**src/source/cp15_pkg.sv**
```systemverilog
`default_nettype none

package cp15_pkg;

	typedef logic [3:0] reg_num;
	typedef logic [2:0] cp_opcode;
	typedef logic [3:0] cp_num;

	localparam cp_num CP15_CPNUM = 4'd15;

	localparam reg_num CP15_CRN_CPUID    = 4'd0;
	localparam reg_num CP15_CRN_SYSCFG   = 4'd1;
	localparam reg_num CP15_CRN_TTBR     = 4'd2;
	localparam reg_num CP15_CRN_DOMAIN   = 4'd3;
	localparam reg_num CP15_CRN_FSR      = 4'd5;
	localparam reg_num CP15_CRN_FAR      = 4'd6;
	localparam reg_num CP15_CRN_CACHE    = 4'd7;
	localparam reg_num CP15_CRN_TLB      = 4'd8;
	localparam reg_num CP15_CRN_CYCLECNT = 4'd15;

	localparam logic [31:0] CP15_CPUID_VALUE = 32'h4107_2150;

	localparam int SYSCFG_M_BIT = 0;  // MMU enable.
	localparam int SYSCFG_V_BIT = 13; // High exception vectors.

	// Field layout of an MCR/MRC instruction word.
	localparam int CP15_OP1_HI   = 23;
	localparam int CP15_OP1_LO   = 21;
	localparam int CP15_L_BIT    = 20;
	localparam int CP15_CRN_HI   = 19;
	localparam int CP15_CRN_LO   = 16;
	localparam int CP15_RD_HI    = 15;
	localparam int CP15_RD_LO    = 12;
	localparam int CP15_CPNUM_HI = 11;
	localparam int CP15_CPNUM_LO = 8;
	localparam int CP15_OP2_HI   = 7;
	localparam int CP15_OP2_LO   = 5;
	localparam int CP15_CRM_HI   = 3;
	localparam int CP15_CRM_LO   = 0;

	// Invalidate all and invalidate by address exist for both CRn 7 and CRn 8.
	localparam reg_num   CP15_MNT_CRM_ALL    = 4'd7;
	localparam cp_opcode CP15_MNT_OP2_ALL    = 3'd0;
	localparam reg_num   CP15_MNT_CRM_VA     = 4'd7;
	localparam cp_opcode CP15_MNT_OP2_VA     = 3'd1;
	localparam reg_num   CP15_MNT_CRM_SETWAY = 4'd10; // Cache only.
	localparam cp_opcode CP15_MNT_OP2_SETWAY = 3'd2;

	typedef struct packed {
		logic [19:0] page;
		logic [11:0] offset;
	} maint_addr_view;

	typedef struct packed {
		logic [1:0]  way;
		logic [17:0] zero;
		logic [6:0]  set;
		logic [4:0]  low;
	} maint_setway_view;

	typedef union packed {
		maint_addr_view   addr;
		maint_setway_view setway;
	} maint_word;

endpackage

`default_nettype wire

```
**src/source/mmu_pkg.sv**
```systemverilog
`default_nettype none

package mmu_pkg;

	typedef logic [31:0] word;
	typedef logic [31:0] ptr;

	typedef logic [3:0] mmu_domain;
	typedef logic [3:0] mmu_fault_type;

	// Translation table base, address bits 31 to 14.
	typedef logic [17:0] mmu_base;

	// Status codes reported by the MMU on a translation or access fault.
	localparam mmu_fault_type MMU_FAULT_TRANSLATION_SECTION = 4'b0101;
	localparam mmu_fault_type MMU_FAULT_TRANSLATION_PAGE    = 4'b0111;
	localparam mmu_fault_type MMU_FAULT_DOMAIN_SECTION      = 4'b1001;
	localparam mmu_fault_type MMU_FAULT_DOMAIN_PAGE         = 4'b1011;
	localparam mmu_fault_type MMU_FAULT_PERMISSION_SECTION  = 4'b1101;
	localparam mmu_fault_type MMU_FAULT_PERMISSION_PAGE     = 4'b1111;

endpackage

`default_nettype wire

```
**src/source/cp15_access_if.sv**
```systemverilog
`timescale 1ns/100ps
`default_nettype none

interface cp15_access_if import cp15_pkg::*; ();

	reg_num    crn;
	reg_num    crm;
	cp_opcode  op2;
	maint_word wdata;

	logic we_syscfg, we_ttbr, we_dac, we_fsr, we_far, we_cyclecnt;
	logic mnt_cache, mnt_tlb;

	modport dec (
		output crn, crm, op2, wdata,
		output we_syscfg, we_ttbr, we_dac, we_fsr, we_far, we_cyclecnt,
		output mnt_cache, mnt_tlb
	);

	modport exec (
		input crm, op2, wdata,
		input we_syscfg, we_ttbr, we_dac, we_fsr, we_far, we_cyclecnt,
		input mnt_cache, mnt_tlb
	);

	modport rd (input crn);

endinterface

`default_nettype wire

```
**src/source/core_cp15.sv**
```systemverilog
`timescale 1ns/100ps
`default_nettype none

module core_cp15
	import mmu_pkg::*;
(
	input  logic          clk,
	input  logic          rst,
	input  logic          transfer,
	input  logic          halt,
	input  logic          fault_register,
	input  logic          fault_page,
	input  word           instr,
	input  word           write,
	input  ptr            fault_addr,
	input  mmu_fault_type fault_type,
	input  mmu_domain     fault_domain,

	output word           read,
	output logic          undef,
	output logic          mmu_enable,
	output logic          high_vectors,
	output mmu_base       mmu_ttbr,
	output word           mmu_dac,

	output logic          cache_op,
	output logic          tlb_op,
	output logic          maint_all,
	output logic          maint_setway,
	output logic [19:0]   maint_page,
	output logic [6:0]    maint_set,
	output logic [1:0]    maint_way
);

	word read_syscfg, read_ttbr, read_dac, read_fsr, read_far;

	cp15_access_if acc ();

	core_cp15_decode u_decode (
		.transfer (transfer),
		.instr    (instr),
		.write    (write),
		.undef    (undef),
		.acc      (acc.dec)
	);

	core_cp15_sysregs u_sysregs (
		.clk          (clk),
		.rst          (rst),
		.acc          (acc.exec),
		.mmu_enable   (mmu_enable),
		.high_vectors (high_vectors),
		.mmu_ttbr     (mmu_ttbr),
		.mmu_dac      (mmu_dac),
		.read_syscfg  (read_syscfg),
		.read_ttbr    (read_ttbr),
		.read_dac     (read_dac)
	);

	core_cp15_fault u_fault (
		.clk            (clk),
		.rst            (rst),
		.halt           (halt),
		.fault_register (fault_register),
		.fault_page     (fault_page),
		.fault_addr     (fault_addr),
		.fault_type     (fault_type),
		.fault_domain   (fault_domain),
		.acc            (acc.exec),
		.read_fsr       (read_fsr),
		.read_far       (read_far)
	);

	core_cp15_maint u_maint (
		.clk          (clk),
		.rst          (rst),
		.acc          (acc.exec),
		.cache_op     (cache_op),
		.tlb_op       (tlb_op),
		.maint_all    (maint_all),
		.maint_setway (maint_setway),
		.maint_page   (maint_page),
		.maint_set    (maint_set),
		.maint_way    (maint_way)
	);

	core_cp15_readback u_readback (
		.clk         (clk),
		.rst         (rst),
		.halt        (halt),
		.acc         (acc.rd),
		.acc_w       (acc.exec),
		.read_syscfg (read_syscfg),
		.read_ttbr   (read_ttbr),
		.read_dac    (read_dac),
		.read_fsr    (read_fsr),
		.read_far    (read_far),
		.read        (read)
	);

endmodule

`default_nettype wire

```
**src/source/core_cp15_decode.sv**
```systemverilog
`timescale 1ns/100ps
`default_nettype none

module core_cp15_decode
	import mmu_pkg::*;
	import cp15_pkg::*;
(
	input  logic          transfer,
	input  word           instr,
	input  word           write,
	output logic          undef,
	cp15_access_if.dec    acc
);

	logic   load;
	cp_num  cpnum;
	reg_num crn;
	logic   store;

	assign load  = instr[CP15_L_BIT];
	assign cpnum = instr[CP15_CPNUM_HI:CP15_CPNUM_LO];
	assign crn   = instr[CP15_CRN_HI:CP15_CRN_LO];

	assign acc.crn   = crn;
	assign acc.crm   = instr[CP15_CRM_HI:CP15_CRM_LO];
	assign acc.op2   = instr[CP15_OP2_HI:CP15_OP2_LO];
	assign acc.wdata = write;

	assign store = transfer && !load; // Only MCR changes state.

	always_comb begin
		acc.we_syscfg   = 1'b0;
		acc.we_ttbr     = 1'b0;
		acc.we_dac      = 1'b0;
		acc.we_fsr      = 1'b0;
		acc.we_far      = 1'b0;
		acc.we_cyclecnt = 1'b0;
		acc.mnt_cache   = 1'b0;
		acc.mnt_tlb     = 1'b0;
		undef           = 1'b0;

		if (transfer && cpnum != CP15_CPNUM)
			undef = 1'b1;
		else if (transfer) begin
			case (crn)
				CP15_CRN_CPUID:    ; // Read only, a store is dropped.
				CP15_CRN_SYSCFG:   acc.we_syscfg   = store;
				CP15_CRN_TTBR:     acc.we_ttbr     = store;
				CP15_CRN_DOMAIN:   acc.we_dac      = store;
				CP15_CRN_FSR:      acc.we_fsr      = store;
				CP15_CRN_FAR:      acc.we_far      = store;
				CP15_CRN_CACHE:    acc.mnt_cache   = store;
				CP15_CRN_TLB:      acc.mnt_tlb     = store;
				CP15_CRN_CYCLECNT: acc.we_cyclecnt = store;
				default:           undef = 1'b1;
			endcase
		end
	end

endmodule

`default_nettype wire

```
**src/source/core_cp15_fault.sv**
```systemverilog
`timescale 1ns/100ps
`default_nettype none

module core_cp15_fault
	import mmu_pkg::*;
(
	input  logic          clk,
	input  logic          rst,
	input  logic          halt,
	input  logic          fault_register,
	input  logic          fault_page,
	input  ptr            fault_addr,
	input  mmu_fault_type fault_type,
	input  mmu_domain     fault_domain,
	cp15_access_if.exec   acc,

	output word           read_fsr,
	output word           read_far
);

	word           wdata;
	logic          capture;
	mmu_domain     fsr_domain;
	mmu_fault_type fsr_status;
	ptr            far;

	assign wdata   = acc.wdata;
	assign capture = fault_register && !halt;

	always_ff @(posedge clk) begin
		if (rst) begin
			fsr_domain <= '0;
			fsr_status <= '0;
			far        <= '0;
		end else begin
			// Hardware capture takes priority over an MCR in the same cycle.
			if (capture) begin
				fsr_domain <= fault_domain;
				fsr_status <= fault_type;
			end else if (acc.we_fsr) begin
				fsr_domain <= wdata[7:4];
				fsr_status <= wdata[3:0];
			end

			if (capture && fault_page)
				far <= fault_addr;
			else if (acc.we_far)
				far <= wdata;
		end
	end

	assign read_fsr = {24'b0, fsr_domain, fsr_status};
	assign read_far = far;

endmodule

`default_nettype wire

```
**src/source/core_cp15_maint.sv**
```systemverilog
`timescale 1ns/100ps
`default_nettype none

module core_cp15_maint
	import cp15_pkg::*;
(
	input  logic        clk,
	input  logic        rst,
	cp15_access_if.exec acc,

	output logic        cache_op,
	output logic        tlb_op,
	output logic        maint_all,
	output logic        maint_setway,
	output logic [19:0] maint_page,
	output logic [6:0]  maint_set,
	output logic [1:0]  maint_way
);

	logic is_all, is_va, is_setway;
	logic cache_hit, tlb_hit;

	assign is_all    = acc.crm == CP15_MNT_CRM_ALL    && acc.op2 == CP15_MNT_OP2_ALL;
	assign is_va     = acc.crm == CP15_MNT_CRM_VA     && acc.op2 == CP15_MNT_OP2_VA;
	assign is_setway = acc.crm == CP15_MNT_CRM_SETWAY && acc.op2 == CP15_MNT_OP2_SETWAY;

	// Set/way operations have no TLB counterpart.
	assign cache_hit = acc.mnt_cache && (is_all || is_va || is_setway);
	assign tlb_hit   = acc.mnt_tlb && (is_all || is_va);

	always_ff @(posedge clk) begin
		if (rst) begin
			cache_op     <= 1'b0;
			tlb_op       <= 1'b0;
			maint_all    <= 1'b0;
			maint_setway <= 1'b0;
			maint_page   <= '0;
			maint_set    <= '0;
			maint_way    <= '0;
		end else begin
			cache_op <= cache_hit;
			tlb_op   <= tlb_hit;

			// Operands stay put between operations.
			if (cache_hit || tlb_hit) begin
				maint_all    <= is_all;
				maint_setway <= is_setway;
				maint_page   <= acc.wdata.addr.page;
				maint_set    <= acc.wdata.setway.set;
				maint_way    <= acc.wdata.setway.way;
			end
		end
	end

endmodule

`default_nettype wire

```
**src/source/core_cp15_readback.sv**
```systemverilog
`timescale 1ns/100ps
`default_nettype none

module core_cp15_readback
	import mmu_pkg::*;
	import cp15_pkg::*;
(
	input  logic        clk,
	input  logic        rst,
	input  logic        halt,
	cp15_access_if.rd   acc,
	cp15_access_if.exec acc_w,

	input  word         read_syscfg,
	input  word         read_ttbr,
	input  word         read_dac,
	input  word         read_fsr,
	input  word         read_far,

	output word         read
);

	word cyclecnt;

	always_ff @(posedge clk) begin
		if (rst)
			cyclecnt <= '0;
		else if (acc_w.we_cyclecnt)
			cyclecnt <= acc_w.wdata; // A write replaces this cycle's increment.
		else if (!halt)
			cyclecnt <= cyclecnt + 32'd1;
	end

	always_comb begin
		case (acc.crn)
			CP15_CRN_CPUID:    read = CP15_CPUID_VALUE;
			CP15_CRN_SYSCFG:   read = read_syscfg;
			CP15_CRN_TTBR:     read = read_ttbr;
			CP15_CRN_DOMAIN:   read = read_dac;
			CP15_CRN_FSR:      read = read_fsr;
			CP15_CRN_FAR:      read = read_far;
			CP15_CRN_CYCLECNT: read = cyclecnt;
			default:           read = '0; // Maintenance and unmapped registers.
		endcase
	end

endmodule

`default_nettype wire

```
**src/source/core_cp15_sysregs.sv**
```systemverilog
`timescale 1ns/100ps
`default_nettype none

module core_cp15_sysregs
	import mmu_pkg::*;
	import cp15_pkg::*;
(
	input  logic       clk,
	input  logic       rst,
	cp15_access_if.exec acc,

	output logic       mmu_enable,
	output logic       high_vectors,
	output mmu_base    mmu_ttbr,
	output word        mmu_dac,

	output word        read_syscfg,
	output word        read_ttbr,
	output word        read_dac
);

	word     wdata;
	logic    syscfg_m, syscfg_v;
	mmu_base ttbr;
	word     dac;

	assign wdata = acc.wdata;

	always_ff @(posedge clk) begin
		if (rst) begin
			syscfg_m <= 1'b0;
			syscfg_v <= 1'b0;
			ttbr     <= '0;
			dac      <= '0;
		end else begin
			if (acc.we_syscfg) begin
				syscfg_m <= wdata[SYSCFG_M_BIT];
				syscfg_v <= wdata[SYSCFG_V_BIT];
			end

			if (acc.we_ttbr)
				ttbr <= wdata[31:14];

			if (acc.we_dac)
				dac <= wdata;
		end
	end

	assign mmu_enable   = syscfg_m;
	assign high_vectors = syscfg_v;
	assign mmu_ttbr     = ttbr;
	assign mmu_dac      = dac;

	// All other configuration bits are unimplemented and read as zero.
	always_comb begin
		read_syscfg               = '0;
		read_syscfg[SYSCFG_M_BIT] = syscfg_m;
		read_syscfg[SYSCFG_V_BIT] = syscfg_v;
	end

	assign read_ttbr = {ttbr, 14'b0}; // Table is 16 KiB aligned.
	assign read_dac  = dac;

endmodule

`default_nettype wire

```
**config.mk**
```make
export PLATFORM = sky130hd
export DESIGN_NAME = core_cp15
export DESIGN_NICKNAME = d
export VERILOG_FILES = /design/src/source/cp15_pkg.sv /design/src/source/mmu_pkg.sv /design/src/source/cp15_access_if.sv /design/src/source/core_cp15.sv /design/src/source/core_cp15_decode.sv /design/src/source/core_cp15_fault.sv /design/src/source/core_cp15_maint.sv /design/src/source/core_cp15_readback.sv /design/src/source/core_cp15_sysregs.sv
export SDC_FILE = /design/constraint.sdc
export NUM_CORES = 1
export LEC_CHECK = 0
export BUFFER_PORTS_ARGS = -buffer_cell sky130_fd_sc_hd__buf_2
export CAP_MARGIN = 20
export CORE_MARGIN = 2
export CORE_UTILIZATION = 45
export DETAILED_ROUTE_END_ITERATION = 16
export GPL_TIMING_DRIVEN = 0
export PLACE_DENSITY = 0.72
export SLEW_MARGIN = 30
export SYNTH_ARGS = -nofsm -noshare
export SYNTH_HDL_FRONTEND = slang
export SYNTH_SLANG_ARGS = --single-unit
```
**constraint.sdc**
```tcl
create_clock -name clk -period 2.2 [get_ports clk]
set_input_delay 0.33 -clock clk [delete_from_list [all_inputs] [get_ports clk]]
set_output_delay 0.33 -clock clk [all_outputs]
set_load 0.05 [all_outputs]
```
==> load_flow_metrics.sql <==
INSERT INTO impl_metrics (metric_group, metric, value, unit) VALUES
('outcome', 'status', 'complete, no violations', ''),
('global_routing', 'antenna_violations_before_repair', '1', ''),
('cts', 'cts_tree', 'done', ''),
('worst_setup_path', 'crit_path_start_kind', 'input port', ''),
('power', 'peakVddDrop', '569.0', 'uV'),
('logic_synthesis', 'post_synth_cell_types', '46', ''),
('place', 'gp_congestion', '0.9367', ''),
('logic_synthesis', 'post_synthesis_sequential_area_ratio', '42.36', '%'),
('floorplan', 'floorplan.rows', '46', ''),
('power', 'post-layout-total-power', '6.445', 'mW'),
('floorplan', 'io_pins', '228', ''),
('min_path', 'holdPathStages', '3', ''),
('detailed_routing', 'totalWireLength', '26.00', 'mm'),
('power', 'portion_of_total_power_attributed_to_combinational_logic', '8.2', '%'),
('worst_setup_path', 'cp.required', '1.87', 'ns'),
('logic_synthesis', 'synthesized_cell_area', '7326', 'um^2'),
('global_routing', 'vias_in_the_first_global_route', '7208', ''),
('timing', 'timing.max_slew.rel_slack', '42.16', '%'),
('logic_synthesis', 'synth_async_sr_flop_share', '0', '%'),
('cts', 'cts.clk_slew.worst_paths', '0.06', 'ns'),
('global_routing', 'final_global_route_overflow_total', '0', ''),
('detailed_routing', 'routedWlPerCell', '18.98', 'um'),
('detailed_routing', 'drt_first_iter_violations', '798', ''),
('min_path', 'hp-class', 'in -> reg', ''),
('detailed_routing', 'vias_per_cell', '5.727', ''),
('timing', 'maxClockFrequency', '462.4', 'MHz'),
('final_layout', 'mostFrequentLayoutCells', '219 x sky130_fd_sc_hd__buf_2, 179 x sky130_fd_sc_hd__nand2_1, 155 x sky130_fd_sc_hd__dfxtp_1', ''),
('floorplan', 'fp.dieW', '131.6', 'um'),
('global_routing', 'groute.usage.overall', '29.37', '%'),
('logic_synthesis', 'synthesis.area_per_instance', '8.041', 'um^2'),
('power', 'cell_pwr_density', '686.9', 'nW/um^2'),
('floorplan', 'total_die_area', '17320', 'um^2'),
('power', 'switching_share', '24.49', '%'),
('final_layout', 'most_frequent_standard_cell_in_the_layout_excluding_fill_and_tap_cells', 'sky130_fd_sc_hd__buf_2', ''),
('worst_setup_path', 'crit_path_end_kind', 'output port', ''),
('min_path', 'worst_hold_path.endpoint', 'u_sysregs.mmu_dac[3]', ''),
('timing', 'finalHoldViolations', '0', ''),
('timing', 'min_period_over_period', '98.31', '%'),
('floorplan', 'core_area', '15890', 'um^2'),
('final_layout', 'nFillCells', '1485', ''),
('cts', 'cts_hold_buf', '0', ''),
('final_layout', 'post-route-util', '59.07', '%'),
('power', 'clock_network_fraction_of_design_power', '47.0', '%'),
('final_layout', 'design_area', '9383', 'um^2'),
('global_routing', 'grt_pass1_wl', '39.93', 'mm'),
('cts', 'clock_insertion_delay_worst_skew', '0.43', 'ns'),
('logic_synthesis', 'synth_top_cells_by_area', 'sky130_fd_sc_hd__dfxtp_1 42%, sky130_fd_sc_hd__nand2_1 9.2%, sky130_fd_sc_hd__nor2_1 6.0%', ''),
('timing', 'final_period_minus_worst_setup_slack', '2.163', 'ns'),
('place', 'portBuffers', '208', ''),
('worst_setup_path', 'reg2reg_depth', '6', ''),
('cts', 'cts.path.max_buffers', '2', ''),
('floorplan', 'initial_core_util', '46.12', '%'),
('place', 'place.detailed.hpwl', '19.06', 'mm'),
('global_routing', 'grt_max_degree', '17', ''),
('cts', 'clock-sinks', '155', ''),
('timing', 'clock_skew', '0.01018', 'ns'),
('timing', 'setup-violations-final', '0', ''),
('detailed_routing', 'number_of_detailed_route_iterations_in_the_first_pass', '7', ''),
('power', 'power.sequential.fraction', '44.7', '%'),
('cts', 'clock-root-buffer', 'sky130_fd_sc_hd__clkbuf_16', ''),
('detailed_routing', 'vias', '7846', ''),
('logic_synthesis', 'synth_nets', '1022', ''),
('worst_setup_path', 'cp_data_arrival_time', '1.83', 'ns'),
('final_layout', 'antenna_cells_inserted', '0', ''),
('worst_setup_path', 'setup.worst_path.class', 'in -> out', ''),
('logic_synthesis', 'number_of_synthesized_flops_with_an_enable_pin', '0', ''),
('cts', 'htree_levels', '4', ''),
('logic_synthesis', 'synthDominantCellAreaShare', '42.36', '%'),
('detailed_routing', 'antenna_violating_nets_left', '0', ''),
('timing', 'setup_tns', '0', 'ns'),
('logic_synthesis', 'yosys.area.top_type', 'sky130_fd_sc_hd__dfxtp_1', '');
[layout make-up]
type | instances | area [um^2] | share of cell area (%)
clock inverter | 11 | 143.9 | 1.534
inverter | 8 | 30.03 | 0.3200
multi-input combinational | 667 | 3845 | 40.98
tap | 216 | 270.3 | 2.880
clock buffer | 21 | 460.4 | 4.907
buffer | 79 | 424.2 | 4.521
timing repair buffer | 213 | 1106 | 11.79
sequential | 155 | 3103 | 33.07
[stage by stage]
stage          setup slack, ns  instances
5_1_grt              -0.005303       1370
2_1_floorplan          0.03669        911
3_5_place_dp           -0.5820       1335
4_1_cts               0.002268       1366
3_3_place_gp           -0.5643       1335
6_report               0.03723       1370
[sequential cells by signal (all words and copies together) (netlist names), 2 cells and up]
| register | cells |
|---|---|
| u_sysregs.mmu_ttbr | 18 |
| u_readback.cyclecnt | 32 |
| u_fault.fsr_status | 4 |
| u_maint.maint_way | 2 |
| u_maint.maint_set | 7 |
| u_maint.maint_page | 18 |
| u_sysregs.mmu_dac | 32 |
| u_fault.read_far | 32 |
| u_fault.fsr_domain | 4 |
[timing repair]
item / CTS / global route
setup buffers: 1 / 4
gates cloned: 0 / 0
endpoints found under the setup margin: 32 / 11
pin swaps: 2 / 5
resized for setup: 31 / 17
[cell families (layout without fill, tap and decap cells)]
| logic type | count (synthesis) | after routing | share of synthesized area, % |
|---|---|---|---|
| and+or+nand+nor | 411 | 411 | 25.24 |
| AOI/OAI and AO/OA | 185 | 185 | 17.75 |
| xor gates and xnor gates | 30 | 30 | 3.587 |
| DFF | 155 | 155 | 42.36 |
| buffers and inverters | 89 | 332 | 5.431 |
| muxes | 40 | 40 | 5.465 |
| adders and majority gates | 1 | 1 | 0.1708 |
[worst max-delay path by stage]
stage | end | startpoint | depth (start not counted) | slack [ns]
6_report | read[21] | instr[18] | 7 | 0.04
4_1_cts | read[24] | instr[19] | 7 | 0.002
3_3_place_gp | read[24] | instr[19] | 8 | -0.56
5_1_grt | read[21] | instr[18] | 7 | -0.005
3_5_place_dp | read[24] | instr[19] | 8 | -0.58
2_1_floorplan | undef | instr[16] | 4 | 0.04
[cells in the mapped netlist, drive strengths merged, types with 6 or more instances]
cell	count
nand2	179
dfxtp	155
nor2	117
a21oi	61
nand3	50
clkbuf	48
mux2i	40
a22oi	38
a311oi	33
buf	33
a211oi	30
xnor2	21
a222oi	11
nor3	10
xor2	9
inv	8
nand4	8
and4	7
and2	6
and3	6
nor4	6
[metal layers]
metal,share of wire (%),track usage [%],vias up
met5,0,0,-
met4,2.4,11.35,0
met3,8.8,5.247,46
met2,47,47.27,423
met1,42,39.18,3701
li1,-,-,3676
[worst max-delay path, cell delays in order]
cell and delay, ns:
sky130_fd_sc_hd__buf_2 0.12, sky130_fd_sc_hd__buf_2 0.17, sky130_fd_sc_hd__and4bb_2 0.27, sky130_fd_sc_hd__clkbuf_2 0.26, sky130_fd_sc_hd__a22oi_1 0.33, sky130_fd_sc_hd__nand2_1 0.11
sky130_fd_sc_hd__buf_2 0.23
[power by group through the flow]
stage | registers (mW) | logic [mW] | clock network [mW]
after floorplan | 2.94 | 0.264 | 0
after global placement | 2.94 | 0.497 | 0
after detailed placement | 2.94 | 0.500 | 0
after CTS | 2.88 | 0.512 | 3.02
after global routing | 2.89 | 0.566 | 3.16
final | 2.88 | 0.532 | 3.03
Power figures use the tool's default switching activity.
